`src/design/seq_config.svh`:
```
`ifndef SEQ_CONFIG_SVH
`define SEQ_CONFIG_SVH

// condition word width. Input xN sits at bit N-1.
`define SEQ_COND_W 20

// microoperation word width. Output yN sits at bit N-1.
`define SEQ_UOP_W 42

// control state encoding.
`define SEQ_STATE_W 6
`define SEQ_RESET_STATE 6'd1

`endif

```
`src/design/seq_pkg.sv`:
```
`include "seq_config.svh"

package seq_pkg;

	// one condition word as sampled from the datapath.
	typedef logic [`SEQ_COND_W-1:0] cond_t;

	// one microoperation word. A set bit makes that microoperation active.
	typedef logic [`SEQ_UOP_W-1:0] uop_t;

	// ~~~~~~~~~~~~~~~~~~~~
	// control states keep the numbering of the microprogram table.
	typedef enum logic [`SEQ_STATE_W-1:0] {
		st_01 = `SEQ_RESET_STATE,
		st_02 = 6'd2,
		st_03 = 6'd3,
		st_04 = 6'd4,
		st_05 = 6'd5,
		st_06 = 6'd6,
		st_07 = 6'd7,
		st_08 = 6'd8,
		st_09 = 6'd9,
		st_10 = 6'd10,
		st_11 = 6'd11,
		st_12 = 6'd12,
		st_13 = 6'd13,
		st_14 = 6'd14,
		st_15 = 6'd15,
		st_16 = 6'd16,
		st_17 = 6'd17,
		st_18 = 6'd18,
		st_19 = 6'd19,
		st_20 = 6'd20,
		st_21 = 6'd21,
		st_22 = 6'd22,
		st_23 = 6'd23,
		st_24 = 6'd24,
		st_25 = 6'd25,
		st_26 = 6'd26,
		st_27 = 6'd27,
		st_28 = 6'd28,
		st_29 = 6'd29,
		st_30 = 6'd30,
		st_32 = 6'd32,
		st_33 = 6'd33,
		st_29x = 6'd34 // the one successor of state 29.
	} ctl_state_e;

endpackage

```
`src/design/cond_capture.sv`:
```
`timescale 1ns/1ps

module cond_capture (
	input  logic           rst,
	input  logic           clk,
	input  logic           req,
	input  seq_pkg::cond_t cond,
	input  logic           ack,
	output logic           step,
	output seq_pkg::cond_t cond_q
);

	typedef enum logic {
		cap_idle,
		cap_busy
	} cap_state_e;

	cap_state_e state;
	logic accept;

	// a new request counts only once the previous ack has gone away.
	assign accept = (state == cap_idle) && req && !ack;

	always_ff @(posedge rst or negedge clk)
	begin
		if (!clk)
		begin
			state <= cap_idle;
			step <= 1'b0;
		end
		else
		begin
			step <= accept; // one pulse per transaction.
			case (state)
				cap_idle:
					if (accept)
						state <= cap_busy;
				cap_busy:
					if (ack && !req)
						state <= cap_idle; // ack clears at this same edge.
				default:
					state <= cap_idle;
			endcase
		end
	end

	// the datapath holds cond while req is high, so one sample is enough.
	always_ff @(posedge rst)
	begin
		if (accept)
			cond_q <= cond;
	end

	// ~~~~~~~~~~~~~~~~~~~~
	// a transaction stays open until ack falls, so no step may overlap an ack.
	assert property (@(posedge rst) disable iff (!clk)
		step |-> !ack)
		else $error("cond_capture: step issued while a transaction was open.");

endmodule

```
`src/design/ctl_sequencer.sv`:
```
`timescale 1ns/1ps
`include "seq_config.svh"

module ctl_sequencer (
	input  logic           rst,
	input  logic           clk,
	input  logic           step,
	input  seq_pkg::cond_t cond_q,
	output logic           uop_valid,
	output seq_pkg::uop_t  uop_next
);

	seq_pkg::ctl_state_e state;
	seq_pkg::ctl_state_e nxt;
	seq_pkg::ctl_state_e join_nxt;
	logic [`SEQ_COND_W:1] x; // x[n] is condition input xn.
	logic [`SEQ_UOP_W:1] y; // y[n] is microoperation yn.
	logic [`SEQ_UOP_W:1] join_y;
	logic exit_y37;
	logic x13_pass;

	assign x = cond_q;

	// leaving through state 13 raises y37 on x18 with x10 or x11.
	assign exit_y37 = x[18] && (x[10] || x[11]);

	// with x12 clear and x13 set, states 12 and 27 pass on this test.
	assign x13_pass = x[15] ? (x[16] || x[9]) : (x[16] ? x[8] : x[7]);

	// ~~~~~~~~~~~~~~~~~~~~
	// the join decode shared by states 27, 29x and 33.
	always_comb
	begin
		join_y = '0;
		join_nxt = seq_pkg::st_28;
		if (x[12] && x[16])
		begin
			{join_y[9], join_y[16], join_y[25]} = '1;
			join_nxt = seq_pkg::st_13;
		end
		else if (!x[12] && x[13])
		begin
			join_y[27] = 1'b1;
			join_nxt = seq_pkg::st_13;
		end
		else if (!x[12] && x[14])
		begin
			join_y[14:11] = '1;
			join_nxt = seq_pkg::st_14;
		end
		else
			join_y[5:2] = '1;
	end

	// ~~~~~~~~~~~~~~~~~~~~
	always_comb
	begin
		y = '0;

		// straight-line states have a fixed successor.
		case (state)
			seq_pkg::st_02: nxt = seq_pkg::st_06;
			seq_pkg::st_03: nxt = seq_pkg::st_07;
			seq_pkg::st_05: nxt = seq_pkg::st_08;
			seq_pkg::st_06: nxt = seq_pkg::st_09;
			seq_pkg::st_07: nxt = seq_pkg::st_10;
			seq_pkg::st_08: nxt = seq_pkg::st_11;
			seq_pkg::st_11: nxt = seq_pkg::st_12;
			seq_pkg::st_14, seq_pkg::st_17, seq_pkg::st_23, seq_pkg::st_26:
				nxt = seq_pkg::st_13;
			seq_pkg::st_15: nxt = seq_pkg::st_20;
			seq_pkg::st_16: nxt = seq_pkg::st_21;
			seq_pkg::st_18: nxt = seq_pkg::st_22;
			seq_pkg::st_19: nxt = seq_pkg::st_14;
			seq_pkg::st_20: nxt = seq_pkg::st_23;
			seq_pkg::st_21: nxt = seq_pkg::st_24;
			seq_pkg::st_24: nxt = seq_pkg::st_27;
			seq_pkg::st_25: nxt = seq_pkg::st_28;
			seq_pkg::st_29: nxt = seq_pkg::st_29x;
			seq_pkg::st_30: nxt = seq_pkg::st_32;
			seq_pkg::st_32: nxt = seq_pkg::st_33;
			default: nxt = seq_pkg::st_01; // branch states override this below.
		endcase

		case (state)
			seq_pkg::st_01:
			begin
				if (x[6] && x[5] && x[19] && x[20])
					{y[6], y[10], y[15], y[25]} = '1;
				else if (x[6] && x[5] && x[19])
				begin
					{y[1], y[5:3], y[34]} = '1;
					nxt = seq_pkg::st_02;
				end
				else if (x[6] && x[5] && x[20])
					y[6] = 1'b1;
				else if (x[6] && x[5])
				begin
					{y[4], y[6], y[10], y[16], y[26], y[33]} = '1;
					nxt = seq_pkg::st_03;
				end
				else if (x[6] && x[4])
				begin
					{y[7], y[8], y[15], y[16], y[25]} = '1;
					nxt = seq_pkg::st_04;
				end
				else if (x[6])
				begin
					{y[7], y[23]} = '1;
					nxt = seq_pkg::st_05;
				end
			end
			seq_pkg::st_02: {y[6], y[10], y[16], y[19], y[26], y[42]} = '1;
			seq_pkg::st_03, seq_pkg::st_06: y[39] = 1'b1;
			seq_pkg::st_04: {y[10], y[15], y[16], y[27], y[32], y[41]} = '1;
			seq_pkg::st_05, seq_pkg::st_11, seq_pkg::st_15, seq_pkg::st_16,
			seq_pkg::st_20, seq_pkg::st_23, seq_pkg::st_24:
				y[28] = 1'b1;
			seq_pkg::st_07: {y[5], y[8], y[34]} = '1;
			seq_pkg::st_08: {y[7], y[38]} = '1;
			seq_pkg::st_09: {y[2], y[8], y[33], y[42]} = '1;
			seq_pkg::st_10: y[10] = 1'b1;
			seq_pkg::st_12:
			begin
				nxt = seq_pkg::st_13;
				if (x[12] && (x[14] || x[15]) && !x[13])
				begin
					{y[14:11], y[9]} = '1;
					nxt = seq_pkg::st_14;
				end
				else if (x[12] && x[14])
					{y[32], y[31]} = {x[16], !x[16]};
				else if (x[12] && x[15])
				begin
					if (x[16])
						{y[9], y[29], y[30]} = '1;
					else
						{y[6], y[7], y[8], y[17], y[40]} = '1;
				end
				else if (x[12] && x[13])
				begin
					if (x[16] ? x[11] : x[10])
					begin
						y[28] = 1'b1;
						nxt = seq_pkg::st_15;
					end
					else
					begin
						y[37] = exit_y37;
						nxt = seq_pkg::st_01;
					end
				end
				else if (x[3])
				begin
					{y[7], y[21], y[33]} = '1;
					nxt = seq_pkg::st_16;
				end
				else if (x[12] && x[16] && x[1])
				begin
					{y[16], y[26]} = '1;
					nxt = seq_pkg::st_17;
				end
				else if (x[12] && x[16])
					{y[6], y[7], y[9], y[17], y[24]} = '1;
				else if (x[12])
				begin
					y[18] = 1'b1;
					nxt = seq_pkg::st_18;
				end
				else if (x[13] && x13_pass)
					{y[16], y[27]} = '1;
				else if (x[13])
				begin
					y[37] = exit_y37;
					nxt = seq_pkg::st_01;
				end
				else if (x[14])
				begin
					y[14:11] = '1;
					{y[6], y[7], y[16]} = {x[1], x[1], !x[1]};
					nxt = seq_pkg::st_14;
				end
				else
				begin
					y[5:4] = '1;
					{y[3:2], y[7:6]} = {4{x[1]}};
					nxt = seq_pkg::st_19;
				end
			end
			seq_pkg::st_13: y[37] = exit_y37;
			seq_pkg::st_14: {y[6], y[8], y[17]} = '1;
			seq_pkg::st_17: {y[8], y[9], y[16], y[25]} = '1;
			seq_pkg::st_18: y[5:4] = '1;
			seq_pkg::st_19: y[14:9] = '1;
			seq_pkg::st_21: {y[7], y[22], y[34]} = '1;
			seq_pkg::st_22:
			begin
				y[22:19] = {4{x[1]}};
				{y[9], y[18]} = {2{!x[1]}};
				nxt = x[1] ? seq_pkg::st_25 : seq_pkg::st_26;
			end
			seq_pkg::st_25: y[5:2] = '1;
			seq_pkg::st_26: y[17] = 1'b1;
			seq_pkg::st_27:
			begin
				nxt = seq_pkg::st_13;
				if (!x[12] && x[13] && !x13_pass)
				begin
					y[37] = exit_y37;
					nxt = seq_pkg::st_01;
				end
				else if (x[2] && !x[12] && x[13])
					{y[15], y[27]} = '1;
				else if (x[2] && !x[12] && x[14])
				begin
					y[15:11] = '1;
					nxt = seq_pkg::st_14;
				end
				else if (x[2] && !(x[12] && x[16]))
				begin
					{y[1], y[5:3], y[19], y[20], y[34]} = '1;
					nxt = seq_pkg::st_28;
				end
				else if (x[1])
				begin
					y[26] = 1'b1;
					nxt = seq_pkg::st_29;
				end
				else if (!x[17])
				begin
					y[5:4] = '1;
					nxt = seq_pkg::st_30;
				end
				else
				begin
					y = join_y;
					nxt = join_nxt;
				end
			end
			seq_pkg::st_28:
			begin
				y[9] = 1'b1;
				y[18] = x[12];
				y[14:10] = {5{!x[12]}};
				nxt = x[12] ? seq_pkg::st_26 : seq_pkg::st_14;
			end
			seq_pkg::st_29: {y[22:19], y[33], y[34]} = '1;
			seq_pkg::st_30: {y[35], y[36]} = '1;
			seq_pkg::st_32: {y[3:2], y[22:19]} = '1;
			seq_pkg::st_29x, seq_pkg::st_33:
			begin
				if (state == seq_pkg::st_33 || x[17])
				begin
					y = join_y;
					nxt = join_nxt;
				end
				else
				begin
					y[5:4] = '1;
					nxt = seq_pkg::st_30;
				end
			end
			default: y = '0;
		endcase
	end

	// ~~~~~~~~~~~~~~~~~~~~
	always_ff @(posedge rst or negedge clk)
	begin
		if (!clk)
		begin
			state <= seq_pkg::st_01;
			uop_valid <= 1'b0;
		end
		else
		begin
			uop_valid <= step;
			if (step)
				state <= nxt; // the sequencer only moves on a captured word.
		end
	end

	always_ff @(posedge rst)
	begin
		if (step)
			uop_next <= y;
	end

	assert property (@(posedge rst) disable iff (!clk)
		state inside {[seq_pkg::st_01 : seq_pkg::st_30], seq_pkg::st_32,
			seq_pkg::st_33, seq_pkg::st_29x})
		else $error("ctl_sequencer: illegal state %0d.", state);

	// step is a single pulse, so its word is flagged for one cycle only.
	assert property (@(posedge rst) disable iff (!clk) step |=> uop_valid ##1 !uop_valid)
		else $error("ctl_sequencer: uop_valid is not a one-cycle pulse after step.");

endmodule

```
`src/design/uop_issue.sv`:
```
`timescale 1ns/1ps

module uop_issue (
	input  logic          rst,
	input  logic          clk,
	input  logic          uop_valid,
	input  seq_pkg::uop_t uop_next,
	input  logic          req,
	output logic          ack,
	output seq_pkg::uop_t uop
);

	always_ff @(posedge rst or negedge clk)
	begin
		if (!clk)
		begin
			ack <= 1'b0;
			uop <= '0;
		end
		else if (uop_valid)
		begin
			ack <= 1'b1;
			uop <= uop_next;
		end
		else if (!req)
			ack <= 1'b0; // the datapath has taken the word.
	end

	// ~~~~~~~~~~~~~~~~~~~~
	// ack answers a request that is still being held.
	assert property (@(posedge rst) disable iff (!clk) $rose(ack) |-> $past(req))
		else $error("uop_issue: ack raised without a pending req.");

	// the word must not move under an open acknowledge.
	assert property (@(posedge rst) disable iff (!clk) ack && $past(ack) |-> $stable(uop))
		else $error("uop_issue: uop changed while ack was high.");

endmodule

```
`src/design/seq_top.sv`:
```
`timescale 1ns/1ps

module seq_top (
	input  logic           rst,
	input  logic           clk,
	input  seq_pkg::cond_t cond,
	input  logic           req,
	output logic           ack,
	output seq_pkg::uop_t  uop
);

	logic step;
	seq_pkg::cond_t cond_q;
	logic uop_valid;
	seq_pkg::uop_t uop_next;

	// capture, sequence and issue, one stage per cycle.
	cond_capture u_cond_capture (
		.rst    (rst),
		.clk    (clk),
		.req    (req),
		.cond   (cond),
		.ack    (ack),
		.step   (step),
		.cond_q (cond_q)
	);

	ctl_sequencer u_ctl_sequencer (
		.rst       (rst),
		.clk       (clk),
		.step      (step),
		.cond_q    (cond_q),
		.uop_valid (uop_valid),
		.uop_next  (uop_next)
	);

	uop_issue u_uop_issue (
		.rst       (rst),
		.clk       (clk),
		.uop_valid (uop_valid),
		.uop_next  (uop_next),
		.req       (req),
		.ack       (ack),
		.uop       (uop)
	);

endmodule

```
`config.mk`:
```
export PLATFORM = sky130hd
export DESIGN_NAME = seq_top
export DESIGN_NICKNAME = d
export VERILOG_FILES = /design/src/design/seq_pkg.sv /design/src/design/cond_capture.sv /design/src/design/ctl_sequencer.sv /design/src/design/uop_issue.sv /design/src/design/seq_top.sv
export VERILOG_INCLUDE_DIRS = /design/src /design/src/design
export SDC_FILE = /design/constraint.sdc
export NUM_CORES = 1
export LEC_CHECK = 0
export ABC_CLOCK_PERIOD_IN_PS = 7350
export BUFFER_PORTS_ARGS = -buffer_cell sky130_fd_sc_hd__buf_2
export CAP_MARGIN = 20
export CORE_ASPECT_RATIO = 1.75
export CORE_MARGIN = 4
export CORE_UTILIZATION = 44
export DETAILED_ROUTE_END_ITERATION = 8
export PLACE_DENSITY = 0.65
export SYNTH_ARGS = -nofsm -noshare
export SYNTH_HDL_FRONTEND = slang
export SYNTH_SLANG_ARGS = --single-unit
```
`constraint.sdc`:
```
create_clock -name rst -period 7.35 [get_ports rst]
set_input_delay 1.1025 -clock rst [delete_from_list [all_inputs] [get_ports rst]]
set_output_delay 1.1025 -clock rst [all_outputs]
set_load 0.01 [all_outputs]
```
==> qor.yml <==
status:
  status: "complete, no violations"
cts:
  tritoncts: "built"
  ctsHoldBuffers: 0
  cts-htree-levels: 3
  clockBufferDepth: 2
  cts_root_buf: "clkbuf_16"
  post_cts_buffers: 0
  clk_pin_slew_worst_paths_ns: 0.08
  cts_made_buffers: 9
  clk_latency_ns: 0.35
  clock_sinks: 104
  ctsResizeCount: 0
placed_design:
  dp_cells: 694
  place_ws_ns: 4.53
  dpl_cell_area_mm2: 0.00583
  gp_congestion: 1.01
  hpwl_um: 10900
  io_buffers: 65
setup_path:
  ff2ff_path_depth: 7
  path_depth: 7
  worst_ep_arrival_time_ns: 3.13
  crit_chain: "inv_1 -> ha_1 -> nor3b_1 -> and2_1 -> or4_4 -> a221o_1 -> a41oi_1"
  worst_setup_path_end_kind: "flip-flop"
  worstPathMaxFanout: 13
  crit_slowest_cell: "or4_4"
  crit_required_ns: 7.61
  worstSetupPathType: "flip-flop to flip-flop"
  crit_end: "u_ctl_sequencer.state[0]$_DFFE_PN1P_"
  worstReg2RegStart: "u_ctl_sequencer.state[1]$_DFFE_PN0P_"
  startpoint: "u_ctl_sequencer.state[1]$_DFFE_PN0P_"
  worst_r2r_endpoint: "u_ctl_sequencer.state[0]$_DFFE_PN1P_"
  rrSetupSlack_ns: 4.47
  crit_buf_inv: 1
  crit_family: "simple AND/OR/NAND/NOR gates"
  cp-start-kind: "flip-flop"
  critPathMaxStageDelay_ns: 0.59
die:
  placementRows: 53
  ios: 66
  die_w_um: 92.2
  core_mm2: 0.0121
  start_util_pct: 45.2
  die_area_mm2: 0.0143
  dieHeight_um: 155
route:
  via_per_inst: 6.06
  drt_iter0_drc: 465
  postRouteAntennaNets: 0
  drt_pass1_iterations: 7
  drc: 0
  wirelength_um: 14900
  routedWlPerCell_um: 21.0
  vias: 4310
sta:
  max_slew_margin_pct: 38.5
  fmax_mhz: 347
  fin_crit_sh_pct: 39.2
  hold_viol: 0
  whs_ns: 0.477
  setup_slack_ns: 4.47
  fin_setup_tns_ns: 0
  rsz0062_at_grt: "no"
  worst_pin_slew_ns: 0.919
  clock_skew_ns: 0.0133
  final-setup-viol-count: 0
  fin_crit_ns: 2.88
  maxSlewViolCount: 0
finish:
  design_area_mm2: 0.00617
  antenna_cells: 0
  stdcell_count: 711
  final_common_cell: "buf_2"
  synthToLayoutAreaGrowth_pct: 13.2
  fin_util_pct: 51.2
  final_layout_size_suffix_gt1_share_pct: 25.3
  final_cell_mix: "buf_2, edfxtp_1, dfrtp_1"
  fin_nets: 569
synth:
  synthDistinctLibCells: 67
  yosysSeqAreaShare_pct: 53.0
  syn-num-nets: 532
  ys_async_sr_fraction_pct: 45.2
  ys_warn_count: 0
  synth_top_area_cell: "edfxtp_1"
  synth-seq-cells: 104
  synth_edf_count: 57
  synth_area_leaders: "edfxtp_1, dfrtp_1, mux2_2, nand3_1, nand2_1"
  synth_top_area_share_pct: 31.4
  synth_cells: 504
  ys.flop_type: "edfxtp_1"
  syn_area_per_cell_um2: 10.8
  syn_area_mm2: 0.00545
grt:
  grt_overflow: 0
  grt_max_degree: 53
  grt_pass1_vias: 4186
  antenna_found_initial: 0
  track_usage_pct: 21.6
  grt_pass1_wl_um: 23900
power_and_ir_drop:
  p_leak_nw: 2.43
  ir_drop_uv: 215
  power_mw: 2.34
  power.density_mw_per_mm2: 379
flow_run:
  cap_violations: 0
hold_path:
  holdPathStages: 1
  hp-class: "flip-flop to flip-flop"
area by class of cell:
cell class	count	area, µm²
fillers	1124	5900
repair buffers	72	390
multi-input cells	334	2290
well taps	165	206
clock inverters	7	95.1
inverters	20	75.1
clock buffers	9	225
flip-flops and latches	104	2890
layer usage:
layer  global-route usage (%)  vias to the layer above  part of all wire, %  routed length, µm
li1                         -                     1957                    -                  -
met1                     26.3                     2089                   38               5710
met2                     36.4                      212                   51               7540
met3                     2.95                       52                  5.6                833
met4                     12.5                        0                  5.6                834
met5                        0                        -                    0                  0
cells by family (layout without fill, tap and decap cells):
kind of cell	Yosys count	count (layout)	share of synthesized area [%]
compound gates	123	123	15.8
xor+xnor	3	3	0.482
fa+ha+maj	6	6	1.33
buf+inv	66	108	5.12
flops	104	104	53.0
mux	45	45	9.22
simple gates	157	157	15.1
cell usage after synthesis (4+ instances only):
library cell	count
nor3_1	8
mux2i_1	6
nor3b_1	5
a21o_1	4
buf_4	6
a41oi_1	4
mux2_2	38
nand4_1	5
o22ai_1	5
nor4_1	6
dfrtp_1	46
nor2b_1	13
nor2_1	23
nand2_1	33
and3_1	6
buf_1	5
nand2b_1	12
or2_2	4
nand3_1	26
o31ai_1	5
o211ai_1	6
o21ai_0	23
ha_1	5
a31oi_1	10
o221ai_1	6
edfxtp_1	57
inv_1	20
o21a_1	4
a21oi_1	18
clkbuf_1	28
buf_2	7
report_power, final:
group	switching [mW]	leakage [nW]	internal, mW
sequential	0.110	1.08	0.789
combinational	0.553	1.19	0.375
clock	0.235	0.157	0.275
total	0.898	2.43	1.44
registers in the layout, summed over array words and instances (netlist names):
name                       flops
u_cond_capture.cond_q         20
u_uop_issue.ack                1
u_ctl_sequencer.uop_next      37
u_cond_capture.state           1
u_uop_issue.uop               37
u_cond_capture.step            1
u_ctl_sequencer.uop_valid      1
u_ctl_sequencer.state          6
how the worst min path moves through the flow:
stage / to / startpoint
after floorplan: u_uop_issue.uop[0]$_DFFE_PN0P_ / u_ctl_sequencer.uop_next[0]$_SDFFCE_PN0P_
after global routing: u_uop_issue.uop[16]$_DFFE_PN0P_ / u_ctl_sequencer.uop_next[16]$_SDFFCE_PN0P_
after global placement: u_uop_issue.uop[5]$_DFFE_PN0P_ / u_ctl_sequencer.uop_next[5]$_SDFFCE_PN0P_
after detailed placement: u_uop_issue.uop[16]$_DFFE_PN0P_ / u_ctl_sequencer.uop_next[16]$_SDFFCE_PN0P_
after CTS: u_uop_issue.uop[15]$_DFFE_PN0P_ / u_ctl_sequencer.uop_next[15]$_SDFFCE_PN0P_
final: u_uop_issue.uop[15]$_DFFE_PN0P_ / u_ctl_sequencer.uop_next[15]$_SDFFCE_PN0P_
Power figures use the tool's default switching activity.
